File: config.mk
export PLATFORM = sky130hd
export DESIGN_NAME = sd_card
export DESIGN_NICKNAME = d
export VERILOG_FILES = /design/src/sd_card_pkg.sv /design/src/sd_spi_pkg.sv /design/src/sd_card.sv /design/src/sd_spi_tx.sv /design/src/sd_reply_fifo.sv /design/src/sd_cmd_decoder.sv
export SDC_FILE = /design/constraint.sdc
export NUM_CORES = 1
export LEC_CHECK = 0
export BUFFER_PORTS_ARGS = -buffer_cell sky130_fd_sc_hd__buf_4
export CAP_MARGIN = 5
export CORE_MARGIN = 2
export CORE_UTILIZATION = 45
export DETAILED_ROUTE_END_ITERATION = 10
export PLACE_DENSITY = 0.71
export SYNTH_ARGS = -nofsm -noshare
export SYNTH_HDL_FRONTEND = slang
export SYNTH_SLANG_ARGS = --single-unit
File: constraint.sdc
create_clock -name buffer_dout_strobe -period 3.6 [get_ports buffer_dout_strobe]
set_clock_uncertainty 0.1 [all_clocks]
set_input_delay 0.18 -clock buffer_dout_strobe [delete_from_list [all_inputs] [get_ports buffer_dout_strobe]]
set_output_delay 0.18 -clock buffer_dout_strobe [all_outputs]
set_load 0.05 [all_outputs]
File: src/sd_card_pkg.sv
/*
 * Card side definitions of the SD card emulation.
 * Byte and block address types, the reply item that travels from the
 * decoder through the reply FIFO to the transmitter, the FIFO depth
 * with its credit count, and the decoder state encoding.
 */
`default_nettype none

package sd_card_pkg;

	typedef logic [7:0] sd_byte_t;

	// block address towards the IO controller
	typedef logic [31:0] sd_lba_t;

	// one reply byte, last set on the final byte of a reply
	typedef struct packed {
		sd_byte_t data;
		logic     last;
	} reply_item_t;

	// reply FIFO size in items
	localparam int reply_fifo_depth = 16;

	// credits 0 .. reply_fifo_depth
	typedef logic [4:0] credit_t;

	// only 512 byte blocks are supported
	localparam int sector_bytes = 512;

	// decoder FSM
	typedef enum logic [2:0] {
		dec_idle,
		dec_collect,
		dec_reply,
		dec_wait_io,
		dec_stream
	} dec_state_t;

endpackage

`default_nettype wire

File: src/sd_spi_pkg.sv
/*
 * SPI side definitions of the SD card emulation.
 * Command byte and argument types, the command codes that the card
 * decodes, R1 reply values and the data tokens seen on the wire.
 * Imported by the command decoder and the SPI transmitter.
 */
`default_nettype none

package sd_spi_pkg;

	// command byte as received, 01 start prefix included
	typedef logic [7:0] sd_cmd_t;

	// 32 bit argument, MSB first on the wire
	typedef logic [31:0] sd_arg_t;

	// basic command set
	localparam sd_cmd_t cmd_go_idle      = 8'h40;
	localparam sd_cmd_t cmd_send_op_cond = 8'h41;
	localparam sd_cmd_t cmd_send_if_cond = 8'h48;
	localparam sd_cmd_t cmd_set_blocklen = 8'h50;
	localparam sd_cmd_t cmd_read_single  = 8'h51;

	// application commands, ACMD41 only valid right after CMD55
	localparam sd_cmd_t cmd_app_cmd      = 8'h77;
	localparam sd_cmd_t cmd_app_op_cond  = 8'h69;

	// OCR readout
	localparam sd_cmd_t cmd_read_ocr     = 8'h7a;

	// R1 reply values
	localparam logic [7:0] r1_ready     = 8'h00;
	localparam logic [7:0] r1_idle      = 8'h01;
	localparam logic [7:0] r1_illegal   = 8'h04;
	localparam logic [7:0] r1_param_err = 8'h40;

	// CMD8 echo, voltage accepted plus check pattern
	localparam logic [31:0] if_cond_echo = 32'h0000_01aa;

	// start of a data block
	localparam logic [7:0] data_token = 8'hfe;

	// line idle, also used as dummy CRC
	localparam logic [7:0] idle_byte = 8'hff;

endpackage

`default_nettype wire
File: src/sd_card.sv
/*
 * SD card emulation, SPI mode, top level.
 * Synchronises the SPI pins into the system clock, detects sck edges
 * and connects decoder, reply FIFO and transmitter. sd_sck must stay
 * at or below one eighth of the system clock.
 */
`default_nettype none

module sd_card import sd_card_pkg::*; (
	input  wire      buffer_dout_strobe,
	input  wire      io_ack,
	input  wire      sd_cs,
	input  wire      sd_sck,
	input  wire      sd_sdi,
	input  wire      allow_sdhc,
	input  sd_byte_t io_din,
	input  wire      io_din_strobe,
	output logic     sd_sdo,
	output logic     io_rd,
	output sd_lba_t  io_lba,
	output logic     io_din_ready
);

	typedef struct packed {
		logic cs;
		logic sck;
		logic sdi;
	} spi_pins_t;

	// two flop synchroniser plus sck history
	spi_pins_t pins_meta;
	spi_pins_t pins_sync;
	logic      sck_last;

	logic cs_active;
	logic sck_rise;
	logic sck_fall;
	logic sdi_bit;

	// decoder to FIFO to transmitter
	logic        push;
	reply_item_t push_item;
	logic        credit_return;
	reply_item_t head;
	logic        valid;
	logic        pop;

	always_ff @(posedge buffer_dout_strobe or posedge io_ack) begin
		if (io_ack) begin
			// deselected, sck low
			pins_meta <= '{cs: 1'b1, sck: 1'b0, sdi: 1'b1};
			pins_sync <= '{cs: 1'b1, sck: 1'b0, sdi: 1'b1};
			sck_last  <= 1'b0;
		end else begin
			pins_meta <= '{cs: sd_cs, sck: sd_sck, sdi: sd_sdi};
			pins_sync <= pins_meta;
			sck_last  <= pins_sync.sck;
		end
	end

	// cs is active low
	assign cs_active = !pins_sync.cs;
	assign sck_rise  = pins_sync.sck && !sck_last;
	assign sck_fall  = !pins_sync.sck && sck_last;
	// sdi travels with sck, so it is aligned with sck_rise
	assign sdi_bit   = pins_sync.sdi;

	sd_cmd_decoder u_decoder (
		.buffer_dout_strobe (buffer_dout_strobe),
		.io_ack             (io_ack),
		.cs_active          (cs_active),
		.sck_rise           (sck_rise),
		.sdi_bit            (sdi_bit),
		.allow_sdhc         (allow_sdhc),
		.io_din             (io_din),
		.io_din_strobe      (io_din_strobe),
		.credit_return      (credit_return),
		.push               (push),
		.push_item          (push_item),
		.io_rd              (io_rd),
		.io_lba             (io_lba),
		.io_din_ready       (io_din_ready)
	);

	sd_reply_fifo u_fifo (
		.buffer_dout_strobe (buffer_dout_strobe),
		.io_ack             (io_ack),
		.push               (push),
		.push_item          (push_item),
		.pop                (pop),
		.head               (head),
		.valid              (valid),
		.credit_return      (credit_return)
	);

	sd_spi_tx u_tx (
		.buffer_dout_strobe (buffer_dout_strobe),
		.io_ack             (io_ack),
		.cs_active          (cs_active),
		.sck_fall           (sck_fall),
		.head               (head),
		.valid              (valid),
		.pop                (pop),
		.sd_sdo             (sd_sdo)
	);

endmodule

`default_nettype wire

File: src/sd_spi_tx.sv
/*
 * SPI transmitter, consumer of the reply FIFO.
 * A byte starts on every eighth cs-active sck falling edge and goes
 * out MSB first on sd_sdo. An empty FIFO at a byte start sends the
 * idle pattern. sd_sdo stays high while the card is deselected.
 */
`default_nettype none

module sd_spi_tx import sd_spi_pkg::*, sd_card_pkg::*; (
	input  wire         buffer_dout_strobe,
	input  wire         io_ack,
	input  wire         cs_active,
	input  wire         sck_fall,
	input  reply_item_t head,
	input  wire         valid,
	output logic        pop,
	output logic        sd_sdo
);

	logic [7:0] shifter;
	logic [2:0] bit_cnt;
	logic       byte_start;

	// the first byte after select is already on the line as idle,
	// so later bytes begin on the fall after each eighth rise
	assign byte_start = cs_active && sck_fall && (bit_cnt == 3'd7);

	// head is taken at the load only
	assign pop = byte_start && valid;

	// current bit sits at the top of the shifter
	assign sd_sdo = shifter[7];

	always_ff @(posedge buffer_dout_strobe or posedge io_ack) begin
		if (io_ack) begin
			shifter <= idle_byte;
			bit_cnt <= 3'd0;
		end else if (!cs_active) begin
			// deselected, line high and framing restarts
			shifter <= idle_byte;
			bit_cnt <= 3'd0;
		end else if (sck_fall) begin
			bit_cnt <= bit_cnt + 3'd1;
			if (bit_cnt == 3'd7)
				shifter <= valid ? head.data : idle_byte;
			else
				// fill with ones behind the data
				shifter <= {shifter[6:0], 1'b1};
		end
	end

endmodule

`default_nettype wire

File: src/sd_reply_fifo.sv
/*
 * Reply FIFO between decoder and transmitter.
 * Circular store of reply items; the decoder never pushes beyond its
 * credits so there is no full flag. Every pop hands one credit back
 * to the decoder one cycle later.
 */
`default_nettype none

module sd_reply_fifo import sd_card_pkg::*; (
	input  wire         buffer_dout_strobe,
	input  wire         io_ack,
	input  wire         push,
	input  reply_item_t push_item,
	input  wire         pop,
	output reply_item_t head,
	output logic        valid,
	output logic        credit_return
);

	typedef logic [$clog2(reply_fifo_depth)-1:0] ptr_t;

	reply_item_t mem [reply_fifo_depth];

	ptr_t    wr_ptr;
	ptr_t    rd_ptr;
	credit_t count;
	logic    do_pop;

	assign valid  = (count != '0);
	assign head   = mem[rd_ptr];
	// pop on empty is ignored
	assign do_pop = pop && valid;

	// storage
	always_ff @(posedge buffer_dout_strobe) begin
		if (push)
			mem[wr_ptr] <= push_item;
	end

	// pointers wrap naturally at the power of two depth
	always_ff @(posedge buffer_dout_strobe or posedge io_ack) begin
		if (io_ack) begin
			wr_ptr        <= '0;
			rd_ptr        <= '0;
			count         <= '0;
			credit_return <= 1'b0;
		end else begin
			if (push)
				wr_ptr <= wr_ptr + ptr_t'(1);
			if (do_pop)
				rd_ptr <= rd_ptr + ptr_t'(1);
			// simultaneous push and pop keeps the count
			case ({push, do_pop})
				2'b10:   count <= count + credit_t'(1);
				2'b01:   count <= count - credit_t'(1);
				default: ;
			endcase
			credit_return <= do_pop;
		end
	end

endmodule

`default_nettype wire

File: src/sd_cmd_decoder.sv
/*
 * Producer side of the card. Assembles SPI bytes, decodes six byte
 * commands and pushes reply items into the reply FIFO under credit
 * control. CMD17 requests a sector from the IO controller and streams
 * it back as token, 512 data bytes and two filler CRC bytes.
 */
`default_nettype none

module sd_cmd_decoder import sd_spi_pkg::*, sd_card_pkg::*; (
	input  wire         buffer_dout_strobe,
	input  wire         io_ack,
	input  wire         cs_active,
	input  wire         sck_rise,
	input  wire         sdi_bit,
	input  wire         allow_sdhc,
	input  sd_byte_t    io_din,
	input  wire         io_din_strobe,
	input  wire         credit_return,
	output logic        push,
	output reply_item_t push_item,
	output logic        io_rd,
	output sd_lba_t     io_lba,
	output logic        io_din_ready
);

	dec_state_t state;

	// receive side
	logic [2:0] bit_cnt;
	logic [6:0] sbuf;
	logic       byte_done;
	sd_byte_t   rx_byte;

	// command and argument
	sd_cmd_t    cmd;
	sd_arg_t    arg;
	logic [2:0] arg_cnt;
	logic       prev_app;

	// reply set, R1 in the top byte
	logic [39:0] reply_buf;
	logic [2:0]  reply_left;
	logic        is_read;
	logic [7:0]  dec_r1;
	logic [31:0] dec_ext;
	logic [2:0]  dec_len;
	logic [31:0] ocr;

	// sector stream
	logic [8:0] sect_cnt;
	logic       data_done;
	logic       crc_second;

	credit_t credits;
	logic    has_credit;

	assign byte_done = cs_active && sck_rise && (bit_cnt == 3'd7);
	assign rx_byte   = {sbuf, sdi_bit};

	// bit 30 is the high capacity flag
	assign ocr = {1'b0, allow_sdhc, 30'd0};

	// sdhc cards take block numbers, others byte offsets
	assign io_lba = allow_sdhc ? arg : {9'd0, arg[31:9]};

	assign has_credit   = (credits != '0);
	assign io_din_ready = (state == dec_stream) && !data_done && has_credit;

	// bit assembly, MSB first
	always_ff @(posedge buffer_dout_strobe or posedge io_ack) begin
		if (io_ack) begin
			bit_cnt <= 3'd0;
		end else if (!cs_active) begin
			bit_cnt <= 3'd0;
		end else if (sck_rise) begin
			bit_cnt <= bit_cnt + 3'd1;
		end
	end

	always_ff @(posedge buffer_dout_strobe) begin
		if (cs_active && sck_rise)
			sbuf <= {sbuf[5:0], sdi_bit};
	end

	// reply set for the command just completed
	always_comb begin
		dec_r1  = r1_illegal;
		dec_ext = '0;
		dec_len = 3'd0;
		case (cmd)
			cmd_go_idle:      dec_r1 = r1_idle;
			cmd_send_op_cond: dec_r1 = r1_ready;
			cmd_send_if_cond: begin
				dec_r1  = r1_idle;
				dec_ext = if_cond_echo;
				dec_len = 3'd4;
			end
			// block length fixed
			cmd_set_blocklen: begin
				dec_r1 = (arg == sd_arg_t'(sector_bytes)) ? r1_ready : r1_param_err;
			end
			cmd_read_single:  dec_r1 = r1_ready;
			cmd_app_cmd:      dec_r1 = r1_idle;
			cmd_app_op_cond: begin
				if (prev_app)
					dec_r1 = r1_ready;
			end
			cmd_read_ocr: begin
				dec_r1  = r1_ready;
				dec_ext = ocr;
				dec_len = 3'd4;
			end
			default: ;
		endcase
	end

	// item selection per state
	always_comb begin
		push           = 1'b0;
		push_item.data = idle_byte;
		push_item.last = 1'b0;
		case (state)
			dec_reply: begin
				push           = has_credit;
				push_item.data = reply_buf[39:32];
				// read replies end after the CRC instead
				push_item.last = (reply_left == 3'd0) && !is_read;
			end
			dec_wait_io: begin
				push           = has_credit;
				push_item.data = data_token;
			end
			dec_stream: begin
				if (!data_done) begin
					push           = io_din_strobe && io_din_ready;
					push_item.data = io_din;
				end else begin
					push           = has_credit;
					push_item.last = crc_second;
				end
			end
			default: ;
		endcase
	end

	// spend one per push, regain one per pop
	always_ff @(posedge buffer_dout_strobe or posedge io_ack) begin
		if (io_ack) begin
			credits <= credit_t'(reply_fifo_depth);
		end else begin
			case ({push, credit_return})
				2'b10:   credits <= credits - credit_t'(1);
				2'b01:   credits <= credits + credit_t'(1);
				default: ;
			endcase
		end
	end

	// argument and reply payload
	always_ff @(posedge buffer_dout_strobe) begin
		if (state == dec_collect && byte_done) begin
			if (arg_cnt != 3'd4)
				arg <= {arg[23:0], rx_byte};
			else
				reply_buf <= {dec_r1, dec_ext};
		end else if (state == dec_reply && push) begin
			reply_buf <= {reply_buf[31:0], 8'h00};
		end
	end

	// main FSM
	always_ff @(posedge buffer_dout_strobe or posedge io_ack) begin
		if (io_ack) begin
			state      <= dec_idle;
			cmd        <= '0;
			prev_app   <= 1'b0;
			arg_cnt    <= 3'd0;
			reply_left <= 3'd0;
			is_read    <= 1'b0;
			io_rd      <= 1'b0;
			sect_cnt   <= 9'd0;
			data_done  <= 1'b0;
			crc_second <= 1'b0;
		end else begin
			case (state)
				dec_idle: begin
					// 01 prefix marks a command start
					if (byte_done && rx_byte[7:6] == 2'b01) begin
						prev_app <= (cmd == cmd_app_cmd);
						cmd      <= rx_byte;
						arg_cnt  <= 3'd0;
						state    <= dec_collect;
					end
				end
				dec_collect: begin
					if (byte_done) begin
						arg_cnt <= arg_cnt + 3'd1;
						// fifth byte after the command is the CRC, ignored
						if (arg_cnt == 3'd4) begin
							reply_left <= dec_len;
							is_read    <= (cmd == cmd_read_single);
							state      <= dec_reply;
						end
					end
				end
				dec_reply: begin
					if (push) begin
						reply_left <= reply_left - 3'd1;
						if (reply_left == 3'd0) begin
							if (is_read) begin
								io_rd <= 1'b1;
								state <= dec_wait_io;
							end else begin
								state <= dec_idle;
							end
						end
					end
				end
				// token goes in before the controller is let through
				dec_wait_io: begin
					if (push) begin
						sect_cnt   <= 9'd0;
						data_done  <= 1'b0;
						crc_second <= 1'b0;
						state      <= dec_stream;
					end
				end
				dec_stream: begin
					if (push && !data_done) begin
						io_rd    <= 1'b0;
						sect_cnt <= sect_cnt + 9'd1;
						if (sect_cnt == 9'(sector_bytes - 1))
							data_done <= 1'b1;
					end else if (push) begin
						crc_second <= 1'b1;
						if (crc_second)
							state <= dec_idle;
					end
				end
				default: state <= dec_idle;
			endcase
		end
	end

endmodule

`default_nettype wire

[Yosys cells after proc, flatten, opt, wreduce, memory -nomap -nowiden]
Memory sizes are Yosys's and may differ from the RTL's.
Cells that the tools add are included.
Storage, ports and cells
  output and inout port bits: 35
  ROM bits: 0
  bits in writable memories: 144
  input bits: 15
  register bits after elaboration: 150
  memories: 1
  logic and storage cells: 185
  latch bits: 0
Operators by class
  order comparisons: 0
  add/subtract/negate cells: 11
  reductions and logical operators: 49
  mux-type cells: 60
  bitwise gates (word level): 0
  eq/ne operators: 36
  divide/modulo/power cells: 0
  shifts and indexed selects: 0
  multipliers: 0
Memory list
  u_fifo.mem: words 16, bits a word 9, rd ports 1, clocked after memory_dff 0, wr ports 1, line sd_reply_fifo.sv:22  | reply_item_t mem [reply_fifo_depth];
Operators with widths (count)
  $mux W40: 3
  $eq A8 B7 Y1 const B: 8
  $pmux W31 S2: 1
  $mux W3: 20
  $mux W8: 5
  $eq A32 B10 Y1 const B: 1
  $mux W32: 1
  $pmux W8 S4: 1
  $pmux W8 S3: 1
  $pmux W5 S2: 2
  $mux W9: 2
  $pmux W9 S2: 1
  $reduce_bool A2 Y1: 9
  $logic_and A1 B1 Y1: 16
  $ne A2 B1 Y1 const B: 8
  $pmux W3 S5: 1
  $mux W1: 13
  $eq A3 B3 Y1 const B: 4
  $pmux W3 S2: 2
  $reduce_and A4 Y1: 3
  $add A5 B1 Y5 const B: 2
  $ne A2 B2 Y1 const B: 5
  $pmux W1 S2: 5
  $reduce_bool A5 Y1: 2
  21 further kinds: 40

[Longest topological paths before layout]
  word-level depth: 9
  depth in mapped cells: 13
  gate-level depth less buffers: 12

[Modules after synthesis]
Synthesis repeated with hierarchy kept, for this count alone.
Second synthesis, totals
  cells, all modules: 769
  area total of the unflattened synthesis: 11446.0 um^2
Modules (own cells, without submodules)
  sd_reply_fifo: sequential area each 4674.5 um^2, area each 6412.4 um^2, times used 1, cells an instance 357
  sd_cmd_decoder: sequential area each 2418.6 um^2, area each 4250.3 um^2, times used 1, cells an instance 359
  sd_spi_tx: sequential area each 285.3 um^2, area each 580.6 um^2, times used 1, cells an instance 42
  sd_card: sequential area each 180.2 um^2, area each 202.7 um^2, times used 1, cells an instance 11

[Worst setup path before layout]
Ideal clock, no wire load.
  path type: reg2reg
  start point: register u_decoder.bit_cnt[0]
  end point: register u_decoder.arg[0], enable pin
  cell stages (with the launch flop): 8
  required time: 3.068 ns
  buffers on the path: 2
  path slack: -0.035 ns
  arrival time: 3.103 ns
  clock period less this slack: 3.635 ns
  path through: dfrtp_1 ha_1 ha_1 nand2b_1 or4_1 clkbuf_1 clkbuf_1 a21oi_1
Between the ends
  longest elaborated chain between the ends: 4
RTL lines
  start: declaration: line sd_cmd_decoder.sv:29  | logic [2:0] bit_cnt;
  start signal: assignment: line sd_cmd_decoder.sv:76  | bit_cnt <= bit_cnt + 3'd1;
  $eq A3 B3 Y1: line sd_cmd_decoder.sv:57  | assign byte_done = cs_active && sck_rise && (bit_cnt == 3'd7);
  $logic_and A1 B1 Y1: line sd_cmd_decoder.sv:57
  $logic_and A1 B1 Y1: line sd_cmd_decoder.sv:161  | if (state == dec_collect && byte_done) begin
  $reduce_and A2 Y1 (no line)
  end signal: assignment: line sd_cmd_decoder.sv:163  | arg <= {arg[23:0], rx_byte};
  end: declaration: line sd_cmd_decoder.sv:36  | sd_arg_t arg;
Every way passes these cells.
A chain may end at the register's enable or synchronous reset.

[Worst setup path after layout]
  start point: register u_decoder.credits[0]
  end point: register u_fifo.count[4]
Between the ends
  longest elaborated chain between the ends: 7
RTL lines
  start: declaration: line sd_cmd_decoder.sv:54  | credit_t credits;
  start signal: assignment: line sd_cmd_decoder.sv:149  | credits <= credit_t'(reply_fifo_depth);
  start signal: assignment: line sd_cmd_decoder.sv:152  | 2'b10: credits <= credits - credit_t'(1);
  start signal: assignment: line sd_cmd_decoder.sv:153  | 2'b01: credits <= credits + credit_t'(1);
  $reduce_bool A5 Y1 *: line sd_cmd_decoder.sv:66  | assign has_credit = (credits != '0);
  $logic_and A1 B1 Y1: line sd_cmd_decoder.sv:67  | assign io_din_ready = (state == dec_stream) && !data_done && has_credit;
  $logic_and A1 B1 Y1: line sd_cmd_decoder.sv:135  | push = io_din_strobe && io_din_ready;
  $mux W1: line sd_cmd_decoder.sv:134  | if (!data_done) begin
  $pmux W1 S2 *: line sd_cmd_decoder.sv:122  | case (state)
  $eq A2 B1 Y1 or $eq A2 B2 Y1 (tied branches): line sd_reply_fifo.sv:53  | case ({push, do_pop})
  $pmux W5 S2 or $reduce_bool A2 Y1 (tied branches)
  end signal: assignment: line sd_reply_fifo.sv:54  | 2'b10: count <= count + credit_t'(1);
  end signal: assignment: line sd_reply_fifo.sv:55  | 2'b01: count <= count - credit_t'(1);
  end: declaration: line sd_reply_fifo.sv:26  | credit_t count;
Mark *: on every way between the ends. The rest lies on a longest branch, timed or not.

==> results by group <==
Outcome
  • Status: completed

Power and ir drop
  • Clock power share: between 40% and 50%
  • Sw frac: 19.4%
  • Final Total Pwr: ~5.7 mW
  • Leak: approximately 4.2 nW
  • Int Pwr: approximately 4.6 mW
  • Worst VDD drop: slightly above 400 uV
  • Sequential cell fraction of total power: 53.3%
  • P per Cell Area: around 470 nW/um2
  • Net Switching: about 1.1 mW
  • Combinational share of power: around 2.2%

STA
  • Final hold vios: 0
  • Fin Setup TNS: 0 ns
  • RSZ-0062 raised after global routing: no
  • Tightest Pin Transition: 1.21 ns
  • Slew margin rel.: slightly below 20%
  • Crit share post-route: 91.7%
  • Endpoints failing setup: 0
  • F_max: 303 MHz
  • Final Max Tran Viols: 0
  • Minimum clock period: 3.30 ns

Route
  • Drt first pass iters: 6
  • Drc violations: 0
  • Via count: ~6000
  • Routed len/inst: 18.8 um
  • Vias/cell: about 5.4
  • DRT antenna net count: 0
  • Total Routed Length: between 20000 and 25000 um
  • Initial drt markers: between 400 and 500

Synth
  • Netlist Area Pre-Place: about 11000 um2
  • Post-synth EDFFs: between 150 and 200
  • Async set-or-reset flop fraction in the synthesized netlist: between 20% and 30%
  • Synth Warn #: 0
  • Gate Count Post-Synth: between 700 and 800
  • Syn_nets: approximately 750
  • Synthesized flop and latch total: about 250
  • Syn Area/Cell: between 10 and 15 um2
  • Post-synthesis sequential area ratio: about two thirds
  • Synth unique cells: 60
  • Post-synth top flop: edfxtp_1

Layout
  • Antenna Cells: 0
  • Most common cell after layout, fill and taps aside: edfxtp_1
  • Area growth, synth to finish: 15.6%
  • Layout cell share with drive strength beyond 1: between 20% and 30%
  • Fin util: about 53%
  • Most frequent cells in the layout: edfxtp_1, buf_4, dfrtp_1
  • Design area: between 10000 and 15000 um2
  • # nets final: ~820
  • Finished Layout Cells: 1121

Global routing
  • Vias in the first global route: between 5000 and 6000
  • Largest net degree at the start of global routing: about 50
  • Total gr overflow: 0
  • Global Route Usage Sum: between 15 and 20%
  • First-pass GRT wire length: ~33000 um
  • Antenna violations before repair: 0

Place
  • Placed instance count: between 1000 and 1500
  • RePlAce Congestion: about 0.85
  • Area after DPL: between 10000 and 15000 um2
  • Number of I/O port buffers: 49
  • DP HPWL: between 10000 and 15000 um

Clock tree
  • Sink Count: ~250
  • Bufs on Longest Clock Path: 3
  • Worst-path clk slew: roughly 0.060 ns
  • Root buffer cell: clkbuf_16
  • Clock latency on the worst-skew pair: around 0.51 ns
  • Total CTS buffers: 25
  • H-tree lvl count: 1
  • CTS tree: done

Floorplanning
  • Die width: 157 um
  • Core area: roughly 23000 um2
  • Die height: 157 um
  • I/O pin count: 50
  • Starting Density: a little under half
  • Die Area: 24700 um2
  • Row Count: 56

Worst setup path
  • Setup crit end kind: flip-flop
  • WP depth: 12
  • CP delay by family, top: simple AND/OR/NAND/NOR gates
  • Crit start category: flip-flop
  • CP Class: flip-flop to flip-flop
  • Worst R2R Path Depth: 12
  • Worst path required time: 3.90 ns
  • Top fanout value on the critical path: 9
  • Slowest cell delay on critical path: around 0.54 ns
  • Slowest cell on crit path: or4_4
  • WP data arrival: ~3.6 ns
  • CP Cell Sequence: or4_4, nand2b_4, o21a_1, inv_2, ha_1, inv_1, fa_1, nor2b_1, o21ai_0, nand3_1, or3b_2, xnor2_1
  • Crit path buf inv count: 2

Min path
  • WHS Path Cells: 3
  • Min-Delay Path Class: input pin to flip-flop

Flow run
  • Max Cap Viol: 0
==> area by class of cell <==
type	count	area, um2
clock buffer	36	677
multi-input combinational	406	3260
fill	1934	11000
tap	319	399
timing repair buffer	76	581
sequential	247	7080
clock inverter	9	121
inverter	28	106
==> synth_stat cells, types with 2 or more instances <==
cell type,instances,area share (%)
or4_1,2,0.14
a21o_1,4,0.28
o21bai_1,5,0.36
ha_1,23,2.7
mux4_2,25,5.3
a211oi_1,7,0.50
o21ai_0,25,1.2
a22oi_1,15,1.1
nor4_1,14,0.83
nand2b_1,11,0.65
nand3b_1,2,0.14
fa_1,2,0.38
mux2i_1,20,1.9
and2_1,16,0.95
buf_2,4,0.19
a311oi_1,2,0.17
xnor2_1,16,1.3
xor2_1,5,0.41
or3_1,4,0.24
clkbuf_1,25,0.89
dfstp_2,13,3.2
and3_1,14,0.83
inv_1,27,0.96
nor2b_1,7,0.41
edfxtp_1,176,50
nor3b_1,2,0.14
nor3_1,7,0.33
nand3_1,6,0.28
buf_1,3,0.11
nand4b_1,2,0.17
nand4_1,4,0.24
nor2_1,50,1.8
dfrtp_1,58,14
a21oi_1,13,0.62
a31oi_1,5,0.30
nor4b_1,4,0.33
mux2_2,31,3.3
a22o_1,2,0.17
o221ai_1,2,0.17
o22ai_1,10,0.59
nand2_1,32,1.1
==> flip-flops by register name, indices dropped and copies added (netlist names), 2 cells and up <==
register	count
u_fifo.wr_ptr	4
u_tx.bit_cnt	3
u_fifo.count	5
u_fifo.mem	128
u_decoder.bit_cnt	3
u_decoder.sect_cnt	9
u_decoder.reply_left	3
u_decoder.state	3
pins_sync	2
u_tx.shifter	8
u_decoder.arg	32
u_decoder.cmd	8
u_decoder.arg_cnt	3
u_decoder.credits	5
pins_meta	3
u_decoder.sbuf	7
u_fifo.rd_ptr	4
u_decoder.reply_buf	9
==> path summary, 6_finish.rpt <==
path | from | to | slack, ns
min reg2reg | pins_meta[0]$_DFF_PP1_ | sdi_bit$_DFF_PP1_ | 0.26
max in group asynchronous | io_ack | sdi_bit$_DFF_PP1_ | 2.21
max | u_decoder.credits[0]$_DFFE_PP0P_ | u_fifo.count[4]$_DFFE_PP0P_ | 0.30
max reg2reg | u_decoder.credits[0]$_DFFE_PP0P_ | u_fifo.count[4]$_DFFE_PP0P_ | 0.30
min | io_din_strobe | u_decoder.sect_cnt[6]$_DFFE_PP0P_ | 0.08
min in group asynchronous | io_ack | u_decoder.sect_cnt[4]$_DFFE_PP0P_ | 0.27
==> power groups by stage <==
stage	sequential, mW	combinational [mW]	clock [mW]
after floorplan	3.09	0.0786	0
after global placement	3.09	0.120	0
after detailed placement	3.09	0.121	0
after CTS	3.04	0.125	2.58
after global routing	3.04	0.132	2.69
final	3.04	0.123	2.54
==> worst min-delay path: cells and delay by family <==
family                 cells  cell delay, ns
AND/OR/NAND/NOR            1            0.25
buffers and inverters      1            0.10
AO/OA/AOI/OAI              1            0.12
==> logic make-up after synthesis <==
logic type | after synthesis | synth area share, %
AOI/OAI and AO/OA | 99 | 6.11
xor gates and xnor gates | 21 | 1.74
adders and majority gates | 25 | 3.10
buffers and inverters | 61 | 2.28
DFF | 247 | 66.9
muxes | 76 | 10.5
and+or+nand+nor | 185 | 9.31
==> timing repair <==
item                                   in CTS  in global routing
resized for setup                           0                  0
buffers inserted                            0                  0
endpoints found under the hold margin      39                  0
hold buffers                                4                  0
==> per-stage QoR <==
| step | hold slack [ns] | worst slack, ns |
|---|---|---|
| final | 0.0773 | 0.298 |
| after global routing | 0.115 | 0.128 |
| after CTS | 0.0485 | 0.316 |
| after detailed placement | 0.190 | 0.316 |
| after global placement | 0.189 | 0.351 |
| after floorplan | 0.0845 | 0.284 |
==> per-layer routing <==
layer,GRT usage [%],vias to the layer above,wire length [um]
li1,-,2835,-
met1,25.1,3046,9570
met2,27.7,148,10200
met3,2.51,27,910
met4,4.55,0,372
met5,0,-,0
No activity file was read; power rests on OpenSTA's default activity.
